===== src/verilog/axil_defines.svh =====
// Bus widths and SRAM depth for the AXI-lite memory port, included wherever sizes are needed
`ifndef AXIL_DEFINES_SVH
`define AXIL_DEFINES_SVH

// ----------------------------------------------------------------------
// Bus widths
// ----------------------------------------------------------------------
`define AXIL_ADDR_W 32
`define AXIL_DATA_W 64
`define AXIL_STRB_W (`AXIL_DATA_W / 8)  // One strobe per byte lane

// ----------------------------------------------------------------------
// On-chip SRAM
// ----------------------------------------------------------------------
// Depth in 64-bit words. Byte addresses from 8 * SRAM_WORDS upward
// fall outside the array and get SLVERR
`define SRAM_WORDS 256

`endif

===== src/verilog/axil_pkg.sv =====
// AXI-lite channel payload types and response codes shared by the arbiter, SRAM and top level
`default_nettype none

`include "axil_defines.svh"

package axil_pkg;

  // --------------------------------------------------------------------
  // Response codes
  // --------------------------------------------------------------------
  // Only the two codes the SRAM can produce
  typedef enum logic [1:0] {
    OKAY   = 2'd0,
    SLVERR = 2'd2
  } resp_e;

  // --------------------------------------------------------------------
  // Channel payloads
  // --------------------------------------------------------------------
  // Valid and ready travel on their own ports, so these are payload only

  // Address channel, same shape for AW and AR
  typedef struct packed {
    logic [`AXIL_ADDR_W-1:0] addr;   // Byte address
    logic [2:0]              prot;   // Carried through, not decoded
  } axil_ax_t;

  // Write data channel
  typedef struct packed {
    logic [`AXIL_DATA_W-1:0] data;
    logic [`AXIL_STRB_W-1:0] strb;   // Bit i enables byte lane i
  } axil_w_t;

  // Read data channel
  typedef struct packed {
    logic [`AXIL_DATA_W-1:0] data;
    resp_e                   resp;
  } axil_r_t;

  // The B channel has no struct of its own: it is a bare resp_e

endpackage

`default_nettype wire


===== src/verilog/axil_arbiter_2x1.sv =====
// Two-master AXI-lite arbiter where A has priority and each direction's grant holds until the response
`timescale 1ns/1ns
`default_nettype none

module axil_arbiter_2x1 (
  input  wire                 i_aclk,
  input  wire                 i_rst_n,

  // --------------------------------------------------------------------
  // Master A
  // --------------------------------------------------------------------
  input  wire                 i_a_awvalid,
  output logic                o_a_awready,
  input  axil_pkg::axil_ax_t  i_a_aw,
  input  wire                 i_a_wvalid,
  output logic                o_a_wready,
  input  axil_pkg::axil_w_t   i_a_w,
  output logic                o_a_bvalid,
  input  wire                 i_a_bready,
  output axil_pkg::resp_e     o_a_bresp,
  input  wire                 i_a_arvalid,
  output logic                o_a_arready,
  input  axil_pkg::axil_ax_t  i_a_ar,
  output logic                o_a_rvalid,
  input  wire                 i_a_rready,
  output axil_pkg::axil_r_t   o_a_r,

  // --------------------------------------------------------------------
  // Master B
  // --------------------------------------------------------------------
  input  wire                 i_b_awvalid,
  output logic                o_b_awready,
  input  axil_pkg::axil_ax_t  i_b_aw,
  input  wire                 i_b_wvalid,
  output logic                o_b_wready,
  input  axil_pkg::axil_w_t   i_b_w,
  output logic                o_b_bvalid,
  input  wire                 i_b_bready,
  output axil_pkg::resp_e     o_b_bresp,
  input  wire                 i_b_arvalid,
  output logic                o_b_arready,
  input  axil_pkg::axil_ax_t  i_b_ar,
  output logic                o_b_rvalid,
  input  wire                 i_b_rready,
  output axil_pkg::axil_r_t   o_b_r,

  // --------------------------------------------------------------------
  // Downstream slave
  // --------------------------------------------------------------------
  output logic                o_awvalid,
  input  wire                 i_awready,
  output axil_pkg::axil_ax_t  o_aw,
  output logic                o_wvalid,
  input  wire                 i_wready,
  output axil_pkg::axil_w_t   o_w,
  input  wire                 i_bvalid,
  output logic                o_bready,
  input  axil_pkg::resp_e     i_bresp,
  output logic                o_arvalid,
  input  wire                 i_arready,
  output axil_pkg::axil_ax_t  o_ar,
  input  wire                 i_rvalid,
  output logic                o_rready,
  input  axil_pkg::axil_r_t   i_r
);

  logic wr_lock;     // Write in flight
  logic wr_owner;    // 0 for A, 1 for B
  logic rd_lock;
  logic rd_owner;
  logic aw_gnt_a, aw_gnt_b;
  logic ar_gnt_a, ar_gnt_b;
  logic b_to_a, b_to_b;
  logic r_to_a, r_to_b;
  logic aw_fire, b_fire;
  logic ar_fire, r_fire;

  // ----------------------------------------------------------------------
  // Write direction
  // ----------------------------------------------------------------------
  // Priority only matters while no write is locked
  assign aw_gnt_a = ~wr_lock & i_a_awvalid;
  assign aw_gnt_b = ~wr_lock & ~i_a_awvalid & i_b_awvalid;

  assign o_awvalid   = aw_gnt_a | aw_gnt_b;
  assign o_aw        = aw_gnt_b ? i_b_aw : i_a_aw;
  assign o_wvalid    = (aw_gnt_a & i_a_wvalid) | (aw_gnt_b & i_b_wvalid);
  assign o_w         = aw_gnt_b ? i_b_w : i_a_w;
  assign o_a_awready = aw_gnt_a & i_awready;
  assign o_b_awready = aw_gnt_b & i_awready;
  assign o_a_wready  = aw_gnt_a & i_wready;
  assign o_b_wready  = aw_gnt_b & i_wready;

  // B goes back only to the locked owner
  assign b_to_a     = wr_lock & ~wr_owner;
  assign b_to_b     = wr_lock &  wr_owner;
  assign o_a_bvalid = i_bvalid & b_to_a;
  assign o_b_bvalid = i_bvalid & b_to_b;
  assign o_bready   = (b_to_a & i_a_bready) | (b_to_b & i_b_bready);
  assign o_a_bresp  = b_to_a ? i_bresp : axil_pkg::OKAY;  // Zero toward the idle side
  assign o_b_bresp  = b_to_b ? i_bresp : axil_pkg::OKAY;

  assign aw_fire = o_awvalid & i_awready;  // W moves in the same cycle
  assign b_fire  = i_bvalid & o_bready;

  always_ff @(posedge i_aclk) begin
    if (!i_rst_n) begin
      wr_lock  <= 1'b0;
      wr_owner <= 1'b0;
    end else if (aw_fire) begin
      wr_lock  <= 1'b1;
      wr_owner <= aw_gnt_b;
    end else if (b_fire) begin
      wr_lock  <= 1'b0;
    end
  end

  // ----------------------------------------------------------------------
  // Read direction
  // ----------------------------------------------------------------------
  assign ar_gnt_a = ~rd_lock & i_a_arvalid;
  assign ar_gnt_b = ~rd_lock & ~i_a_arvalid & i_b_arvalid;

  assign o_arvalid   = ar_gnt_a | ar_gnt_b;
  assign o_ar        = ar_gnt_b ? i_b_ar : i_a_ar;
  assign o_a_arready = ar_gnt_a & i_arready;
  assign o_b_arready = ar_gnt_b & i_arready;

  assign r_to_a     = rd_lock & ~rd_owner;
  assign r_to_b     = rd_lock &  rd_owner;
  assign o_a_rvalid = i_rvalid & r_to_a;
  assign o_b_rvalid = i_rvalid & r_to_b;
  assign o_rready   = (r_to_a & i_a_rready) | (r_to_b & i_b_rready);
  assign o_a_r      = r_to_a ? i_r : '0;
  assign o_b_r      = r_to_b ? i_r : '0;

  assign ar_fire = o_arvalid & i_arready;
  assign r_fire  = i_rvalid & o_rready;

  always_ff @(posedge i_aclk) begin
    if (!i_rst_n) begin
      rd_lock  <= 1'b0;
      rd_owner <= 1'b0;
    end else if (ar_fire) begin
      rd_lock  <= 1'b1;
      rd_owner <= ar_gnt_b;
    end else if (r_fire) begin
      rd_lock  <= 1'b0;
    end
  end

  // Slave must only answer something this arbiter forwarded
  a_b_needs_lock : assert property (@(posedge i_aclk) disable iff (!i_rst_n)
    i_bvalid |-> wr_lock);
  a_r_needs_lock : assert property (@(posedge i_aclk) disable iff (!i_rst_n)
    i_rvalid |-> rd_lock);

endmodule

`default_nettype wire


===== config.mk =====
export PLATFORM = sky130hd
export DESIGN_NAME = axil_arbiter_2x1
export DESIGN_NICKNAME = d
export VERILOG_FILES = /design/src/verilog/axil_pkg.sv /design/src/verilog/axil_arbiter_2x1.sv
export VERILOG_INCLUDE_DIRS = /design/src /design/src/verilog
export SDC_FILE = /design/constraint.sdc
export NUM_CORES = 1
export LEC_CHECK = 0
export BUFFER_PORTS_ARGS = -buffer_cell sky130_fd_sc_hd__buf_4
export CORE_AREA = 2 2 261 263
export CTS_BUF_LIST = sky130_fd_sc_hd__clkbuf_8
export CTS_CLUSTER_SIZE = 16
export DETAILED_ROUTE_END_ITERATION = 8
export DIE_AREA = 0 0 263 265
export PLACE_DENSITY = 0.34
export SLEW_MARGIN = 5
export SYNTH_ARGS = -nofsm -noshare
export SYNTH_HDL_FRONTEND = slang
export SYNTH_SLANG_ARGS = --single-unit

===== constraint.sdc =====
create_clock -name i_aclk -period 2.4 [get_ports i_aclk]
set_clock_uncertainty 0.1 [all_clocks]
set_input_delay 0.36 -clock i_aclk [delete_from_list [all_inputs] [get_ports i_aclk]]
set_output_delay 0.36 -clock i_aclk [all_outputs]
set_load 0.03 [all_outputs]

# Word level (Yosys, flattened, before mapping)
# Index checks and enable logic that the tools add are counted.
[totals] in_bits=369 output_inout_bits=293 regBits=4 romBits=0 latchBits=0 ramBits=0 n_memories=0
[op_classes] div=0 n_bitwise=41 n_mul=0 muxes=11 n_addsub=0 reduce_logical=2 shifts=0 n_eq_ne=0 magnitude_cmp=0
[ops] operator="66-bit two-way mux" count=2
[ops] operator="72-bit two-way mux" count=1
[ops] operator="35-bit two-way mux" count=2
[ops] operator="1-bit AND" count=30
[ops] operator="1-bit NOT" count=6
[ops] operator="1-bit OR" count=5
[ops] operator="1-bit two-way mux" count=4
[ops] operator="2-bit two-way mux" count=2
[ops] operator="2-bit nonzero test" count=2

# Logic depth before layout (Yosys ltp)
# Gate-level depths: netlist of the first run.
[logic_depth] word_depth=7 mapped_depth=5 mapped_depth_nobuf=3

# Worst setup path before layout of the first run
# OpenSTA, ideal clock, no wires.
[synth_timing] path_kind="input port to output port" startpoint="input i_a_arvalid" endpoint="output o_ar[10] (netlist name)" cell_stages=4 path_buffers=2 slack_ps=630 required_time_ps=1940 arrival_ps=1310 cell_sequence="nor3b_1 -> buf_2 -> buf_4 -> mux2_2"
[synth_rtl] item="start, declared" line_no="axil_arbiter_2x1.sv:21" source="input wire i_a_arvalid,"
[synth_rtl] item="end, declared" line_no="axil_arbiter_2x1.sv:61" source="output axil_pkg::axil_ax_t o_ar,"

==> results.py, run 1 <==
metrics = {
    "power": {
        "power.density_nw_per_um2": 267,
        "total_power_mw": 2.44,
        "ir_drop_uv": 104,
        "power_leakage_nw": 4.69,
    },
    "timing": {
        "hold_violations": 0,
        "tightest_slew_ns": 0.645,
        "fin_crit_sh_pct": 94.9,
        "setup_ws_ns": 0.123,
        "fin_hold_ws_ns": 0.226,
        "period_minus_slack_ns": 2.28,
        "rsz0062_at_grt": "no",
        "slew-limit-headroom_pct": 57.0,
        "slew_viol_final": 0,
        "max_freq_mhz": 439,
        "setup_tns_ns": 0,
        "setup_viol": 0,
    },
    "drt": {
        "detail-route-antenna-nets": 0,
        "drt-pass1-iter-count": 4,
        "vias": 5408,
        "wl_per_cell_um": 17.6,
        "viasPerCell": 2.88,
        "totalWireLength_um": 33000,
        "drt-initial-drc-count": 232,
        "drc": 0,
    },
    "cells_and_area": {
        "area.growth.synth_to_final_pct": 201,
        "instances_no_fill": 1875,
        "fill_cells": 7735,
        "final_nets": 1372,
        "fin_util_pct": 13.7,
        "drive_above_1_share_pct": 82.7,
        "stdcell_area_um2": 9130,
    },
    "worst_setup_path": {
        "crit_arrival_ns": 1.82,
        "critPathKind": "reg2out",
        "r2r_start": "wr_lock",
        "worstPathRequired_ns": 1.94,
        "start_kind": "flip-flop",
        "startpoint": "wr_lock",
        "worstPathMaxFanout": 23,
        "end_kind": "primary output",
        "timing.reg2reg.setup_slack_ns": 0.96,
    },
    "synthesis": {
        "synth-warning-count": 0,
        "yosysUniqueCellTypes": 24,
        "synth_nets": 727,
        "synth_seq_cells": 4,
        "synth.avg_cell_area_um2": 8.46,
        "yosysSeqAreaShare_pct": 2.64,
        "synthCells": 358,
        "synth_area_um2": 3030,
    },
    "clock_tree": {
        "cts_num_sinks": 4,
        "htreeDepth": 1,
        "root_buffer": "clkbuf_8",
        "cts_tree": "built",
        "postCtsHoldBufs": 0,
        "cts_buffer_depth": 2,
        "cts_buffers": 3,
        "clock_latency_ns": 0.25,
        "clk_pin_slew_ns": 0.04,
    },
    "placed_design": {
        "hpwlAfterDp_um": 29700,
        "placed_cells_incl_taps": 1869,
        "dpl_worst_slack_ns": 0.174,
        "place_area_um2": 9050,
        "place_congestion": 1.01,
        "port_buffers": 661,
    },
    "min_path": {
        "worstHoldStart": "i_rvalid",
        "hold_path.class": "in2reg",
    },
    "global_route": {
        "grt_usage_pct": 8.64,
        "grt_pass1_wl_um": 42900,
        "antenna_found_initial": 5,
        "grt_max_degree": 70,
        "grt_pass1_vias": 5595,
        "grt-ovfl-total": 0,
    },
    "floorplanning": {
        "fp.dieH_um": 265,
        "start_util_pct": 4.53,
        "dieArea_um2": 69700,
        "core_um2": 66800,
        "io_pins": 662,
        "row_count": 95,
        "die_w_um": 263,
    },
    "status": {
        "status": "finished clean",
    },
    "job": {
        "drv_cap": 0,
    },
}
==> what timing repair did <==
action / in CTS / in global routing
setup endpoints to repair: 0 / 7
buffers inserted: 0 / 1
gates resized for setup: 0 / 0
endpoints found under the hold margin: 0 / 0
==> path summary, 6_finish.rpt <==
path                            endpoint  depth (start not counted)
worst max-delay path              o_w[9]                          5
worst min register to register   rd_lock                          2
worst max register to register  wr_owner                          4
worst min-delay path             rd_lock                          2
==> cell type report <==
class                      count  area, µm²  share of cell area [%]
multi-input combinational    315       2730                    29.9
antenna                        1       2.50                  0.0274
timing repair buffer         679       5180                    56.7
clock buffer                   3       41.3                   0.452
tap                          873       1090                    12.0
sequential                     4       82.6                   0.905
==> power by group <==
| group | switching, mW | total, mW | leakage (nW) | internal, mW |
|---|---|---|---|---|
| Sequential | 0.00738 | 0.0793 | 0.0337 | 0.0719 |
| Clock | 0.0696 | 0.180 | 0.0216 | 0.110 |
| Combinational | 1.16 | 2.18 | 4.64 | 1.02 |
| Total | 1.23 | 2.44 | 4.69 | 1.20 |
==> routing by layer <==
layer / vias up / GRT usage (%) / part of all wire, %
li1: 2558 / - / -
met1: 2484 / 10.2 / 39
met2: 357 / 16.3 / 53
met3: 9 / 2.22 / 7.9
met4: 0 / 0.432 / 0.38
met5: - / 0 / 0
==> critical path, stage by stage, from the launching register on <==
cell	delay [ns]
dfxtp_1	0.34
nor3b_4	0.26
buf_12	0.21
buf_12	0.19
mux2_2	0.37
buf_4	0.17
==> cell usage in the layout (no fill, tap or decap), types with 2 or more instances in the layout <==
master    instances
and3b_1           2
nor2b_1           5
mux2_2          133
dfxtp_1           2
and3_1           70
nand2_1           4
mux2i_1           2
clkbuf_8          3
a21oi_1           2
o21a_1            4
and2_1           73
buf_12            5
buf_4           673
mux2_4            9
nor2_1            5
dfxtp_2           2
==> Yosys cell counts <==
cell type	n	share of area [%]
o21a_1	4	0.99
a21oi_1	2	0.33
and2_1	73	15
mux2_4	9	4.5
nor2_1	5	0.62
dfxtp_1	4	2.6
buf_12	1	0.66
o32ai_1	1	0.29
o21ai_0	1	0.17
nor2b_1	5	1.0
mux2_2	133	49
and2b_1	1	0.25
buf_2	3	0.50
buf_6	2	0.74
clkbuf_1	18	2.2
and3b_1	2	0.58
nand3b_1	1	0.25
nand2_1	4	0.50
buf_4	12	3.0
nor3b_2	1	0.41
mux2i_1	2	0.66
and3_1	70	14
nor3b_1	1	0.25
clkbuf_2	3	0.50
==> kinds of logic (layout without fill, tap and decap cells) <==
family | after synthesis | in the layout | share of synthesized area, %
muxes | 144 | 144 | 54.6
and+or+nand+nor | 163 | 163 | 33.4
DFF | 4 | 4 | 2.64
buffers and inverters | 39 | 682 | 7.60
AOI/OAI and AO/OA | 8 | 8 | 1.78
other | 0 | 1 | 0
==> flip-flops by register name, indices dropped and copies added (netlist names) <==
register	flops
rd_lock	1
wr_owner	1
rd_owner	1
wr_lock	1
No activity file was read; power rests on OpenSTA's default activity.
==> run 2: changes to the inputs <==
--- a/config.mk
+++ b/config.mk
@@ -6,12 +6,13 @@
 export SDC_FILE = /design/constraint.sdc
 export NUM_CORES = 1
 export LEC_CHECK = 0
+export ABC_AREA = 1
 export BUFFER_PORTS_ARGS = -buffer_cell sky130_fd_sc_hd__buf_4
-export CORE_AREA = 2 2 261 263
+export CORE_AREA = 2 2 254 256
 export CTS_BUF_LIST = sky130_fd_sc_hd__clkbuf_8
 export CTS_CLUSTER_SIZE = 16
 export DETAILED_ROUTE_END_ITERATION = 8
-export DIE_AREA = 0 0 263 265
+export DIE_AREA = 0 0 256 258
 export PLACE_DENSITY = 0.34
 export SLEW_MARGIN = 5
 export SYNTH_ARGS = -nofsm -noshare
==> run 2 against run 1 <==
Critical endpoint is now o_aw[6]. Global-route usage grew 3.5 points. Non-clock buffer count down 4. Critical path depth rose by 2. Final cell count is 19% higher. Worst setup slack better by 0.072 ns. Die area fell by 5.2%. Via count up 27%. Synthesized cell count rose by 110%. Fmax up 3.3%.
==> results.py, run 2 <==
metrics = {
    "global_route": {
        "grt_pass1_vias": 7201,
        "grt_pass1_wl_um": 57200,
        "grt_max_degree": 68,
        "antenna_found_initial": 2,
        "grt_usage_pct": 12.2,
        "grt-ovfl-total": 0,
    },
    "timing": {
        "setup_ws_ns": 0.194,
        "fin_hold_ws_ns": 0.323,
        "slew-limit-headroom_pct": 63.8,
        "fin_crit_sh_pct": 91.9,
        "period_minus_slack_ns": 2.21,
        "rsz0062_at_grt": "no",
        "setup_tns_ns": 0,
        "slew_viol_final": 0,
        "tightest_slew_ns": 0.537,
        "setup_viol": 0,
        "hold_violations": 0,
        "max_freq_mhz": 453,
    },
    "clock_tree": {
        "root_buffer": "clkbuf_8",
        "clock_latency_ns": 0.23,
        "cts_buffers": 3,
        "cts_tree": "built",
        "cts_num_sinks": 4,
        "htreeDepth": 1,
        "clk_pin_slew_ns": 0.04,
        "postCtsSetupRepairBufs": 0,
        "cts_buffer_depth": 2,
        "postCtsHoldBufs": 0,
        "post_cts_resized": 0,
    },
    "synthesis": {
        "synthTopCellsByArea": "nand2_1 (57%), nor2_1 (18%), inv_1 (10%)",
        "yosysUniqueCellTypes": 15,
        "synth.avg_cell_area_um2": 4.01,
        "synth_commonest_cells": "nand2_1 (446), nor2_1 (144), inv_1 (81)",
        "synth_nets": 1103,
        "synthFlopType": "dfxtp_1",
        "yosysSeqAreaShare_pct": 2.72,
        "yosysTopAreaCell": "nand2_1",
        "synth_top_area_share_pct": 56.9,
        "synth_area_um2": 2940,
        "yosysMostFrequentCell": "nand2_1",
        "synth-edff-count": 0,
        "synthCells": 734,
        "synth-warning-count": 0,
        "synth_seq_cells": 4,
        "async_flop_share_pct": 0,
    },
    "worst_setup_path": {
        "critPathKind": "reg2out",
        "cp_slowest_cell": "dfxtp_1",
        "crit_arrival_ns": 1.75,
        "end_kind": "primary output",
        "crit_path_max_incr_delay_ns": 0.31,
        "worstPathMaxFanout": 51,
        "crit_top_cell": "nand2_1",
        "crit_chain": "nor2_1, nand2_4, inv_6, buf_16, nand2_1, nand2_1, buf_4",
        "start_kind": "flip-flop",
        "worstPathRequired_ns": 1.94,
    },
    "placed_design": {
        "place_area_um2": 8930,
        "port_buffers": 661,
        "place_congestion": 0.895,
        "hpwlAfterDp_um": 39200,
        "dpl_worst_slack_ns": 0.0694,
    },
    "drt": {
        "detail-route-antenna-nets": 0,
        "wl_per_cell_um": 19.3,
        "vias": 6877,
        "drt-pass1-iter-count": 4,
        "viasPerCell": 3.09,
        "drt-initial-drc-count": 285,
        "drc": 0,
        "totalWireLength_um": 42900,
    },
    "min_path": {
        "hold_path.class": "in2reg",
    },
    "cells_and_area": {
        "drive_above_1_share_pct": 50.0,
        "area.growth.synth_to_final_pct": 206,
        "fill_cells": 7534,
        "mostFrequentLayoutCells": "buf_4 (666), nand2_1 (443), nor2_1 (144)",
        "fin_util_pct": 14.2,
        "stdcell_area_um2": 9020,
        "layout_commonest_cell": "buf_4",
        "final_nets": 1739,
    },
    "job": {
        "drv_cap": 0,
    },
    "floorplanning": {
        "die_w_um": 256,
        "start_util_pct": 4.63,
        "row_count": 93,
        "io_pins": 662,
        "fp.dieH_um": 258,
        "dieArea_um2": 66000,
        "core_um2": 63600,
    },
    "power": {
        "ir_drop_uv": 118,
        "power.density_nw_per_um2": 286,
        "power_leakage_nw": 5.49,
    },
    "status": {
        "status": "finished clean",
    },
}
run 2: cell types whose count changed after synthesis, sizes merged, moves of 6 or more:
cell,before,now
nand3,0,6
inv,0,83
buf,18,29
nand2,4,446
nor2,5,144
clkbuf,21,15
and3,70,0
and2,73,0
mux2,142,0
run 2: through the flow:
stage | power [mW] | std cells
detailed placement | 2.47 | 2219
floorplan | 1.13 | 734
finish | 2.58 | 2224
global route | 2.76 | 2223
CTS | 2.64 | 2222
global placement | 2.48 | 2219
run 2: area by class of cell:
type | instances | area [µm²] | area share (%)
inverters | 83 | 319 | 3.54
clock buffers | 3 | 41.3 | 0.458
repair buffers | 675 | 5200 | 57.7
well taps | 855 | 1070 | 11.9
diodes | 1 | 2.50 | 0.0277
multi-input cells | 603 | 2310 | 25.6
flip-flops and latches | 4 | 80.1 | 0.888
run 2: logic make-up (layout without fill, tap and decap cells):
logic type      count (synthesis)  after routing  share of synthesized area, %
compound gates                  6              6                          1.10
flops                           4              4                          2.72
buf+inv                       127            761                          19.4
other cells                     0              1                             0
simple gates                  597            597                          76.8
run 2: path summary, 6_finish.rpt:
path              startpoint  endpoint  slack (ns)  depth (start not counted)
setup / recovery     wr_lock   o_aw[6]        0.19                          7
hold / removal     i_arready   rd_lock        0.32                          3
setup reg to reg     wr_lock  wr_owner        0.62                          5
hold reg to reg     rd_owner  rd_owner        0.41                          2
run 2: worst max-delay path: cells and delay by family (launching register included):
kind | cells | cell delay [ns]
buffers and inverters | 3 | 0.64
and+or+nand+nor | 4 | 0.55
DFF | 1 | 0.31
run 2: routing by layer:
metal / global-route usage (%) / share of wire (%) / vias up
met5: 0 / 0.028 / -
met4: 0.569 / 0.26 / 2
met3: 3.03 / 7.5 / 8
met2: 22.6 / 51 / 416
met1: 14.7 / 41 / 3089
li1: - / - / 3362
run 2: power by group:
part / total (mW) / switching (mW) / internal (mW)
Clock: 0.160 / 0.0512 / 0.109
Combinational: 2.34 / 1.42 / 0.923
Sequential: 0.0759 / 0.00447 / 0.0714
Total: 2.58 / 1.48 / 1.10
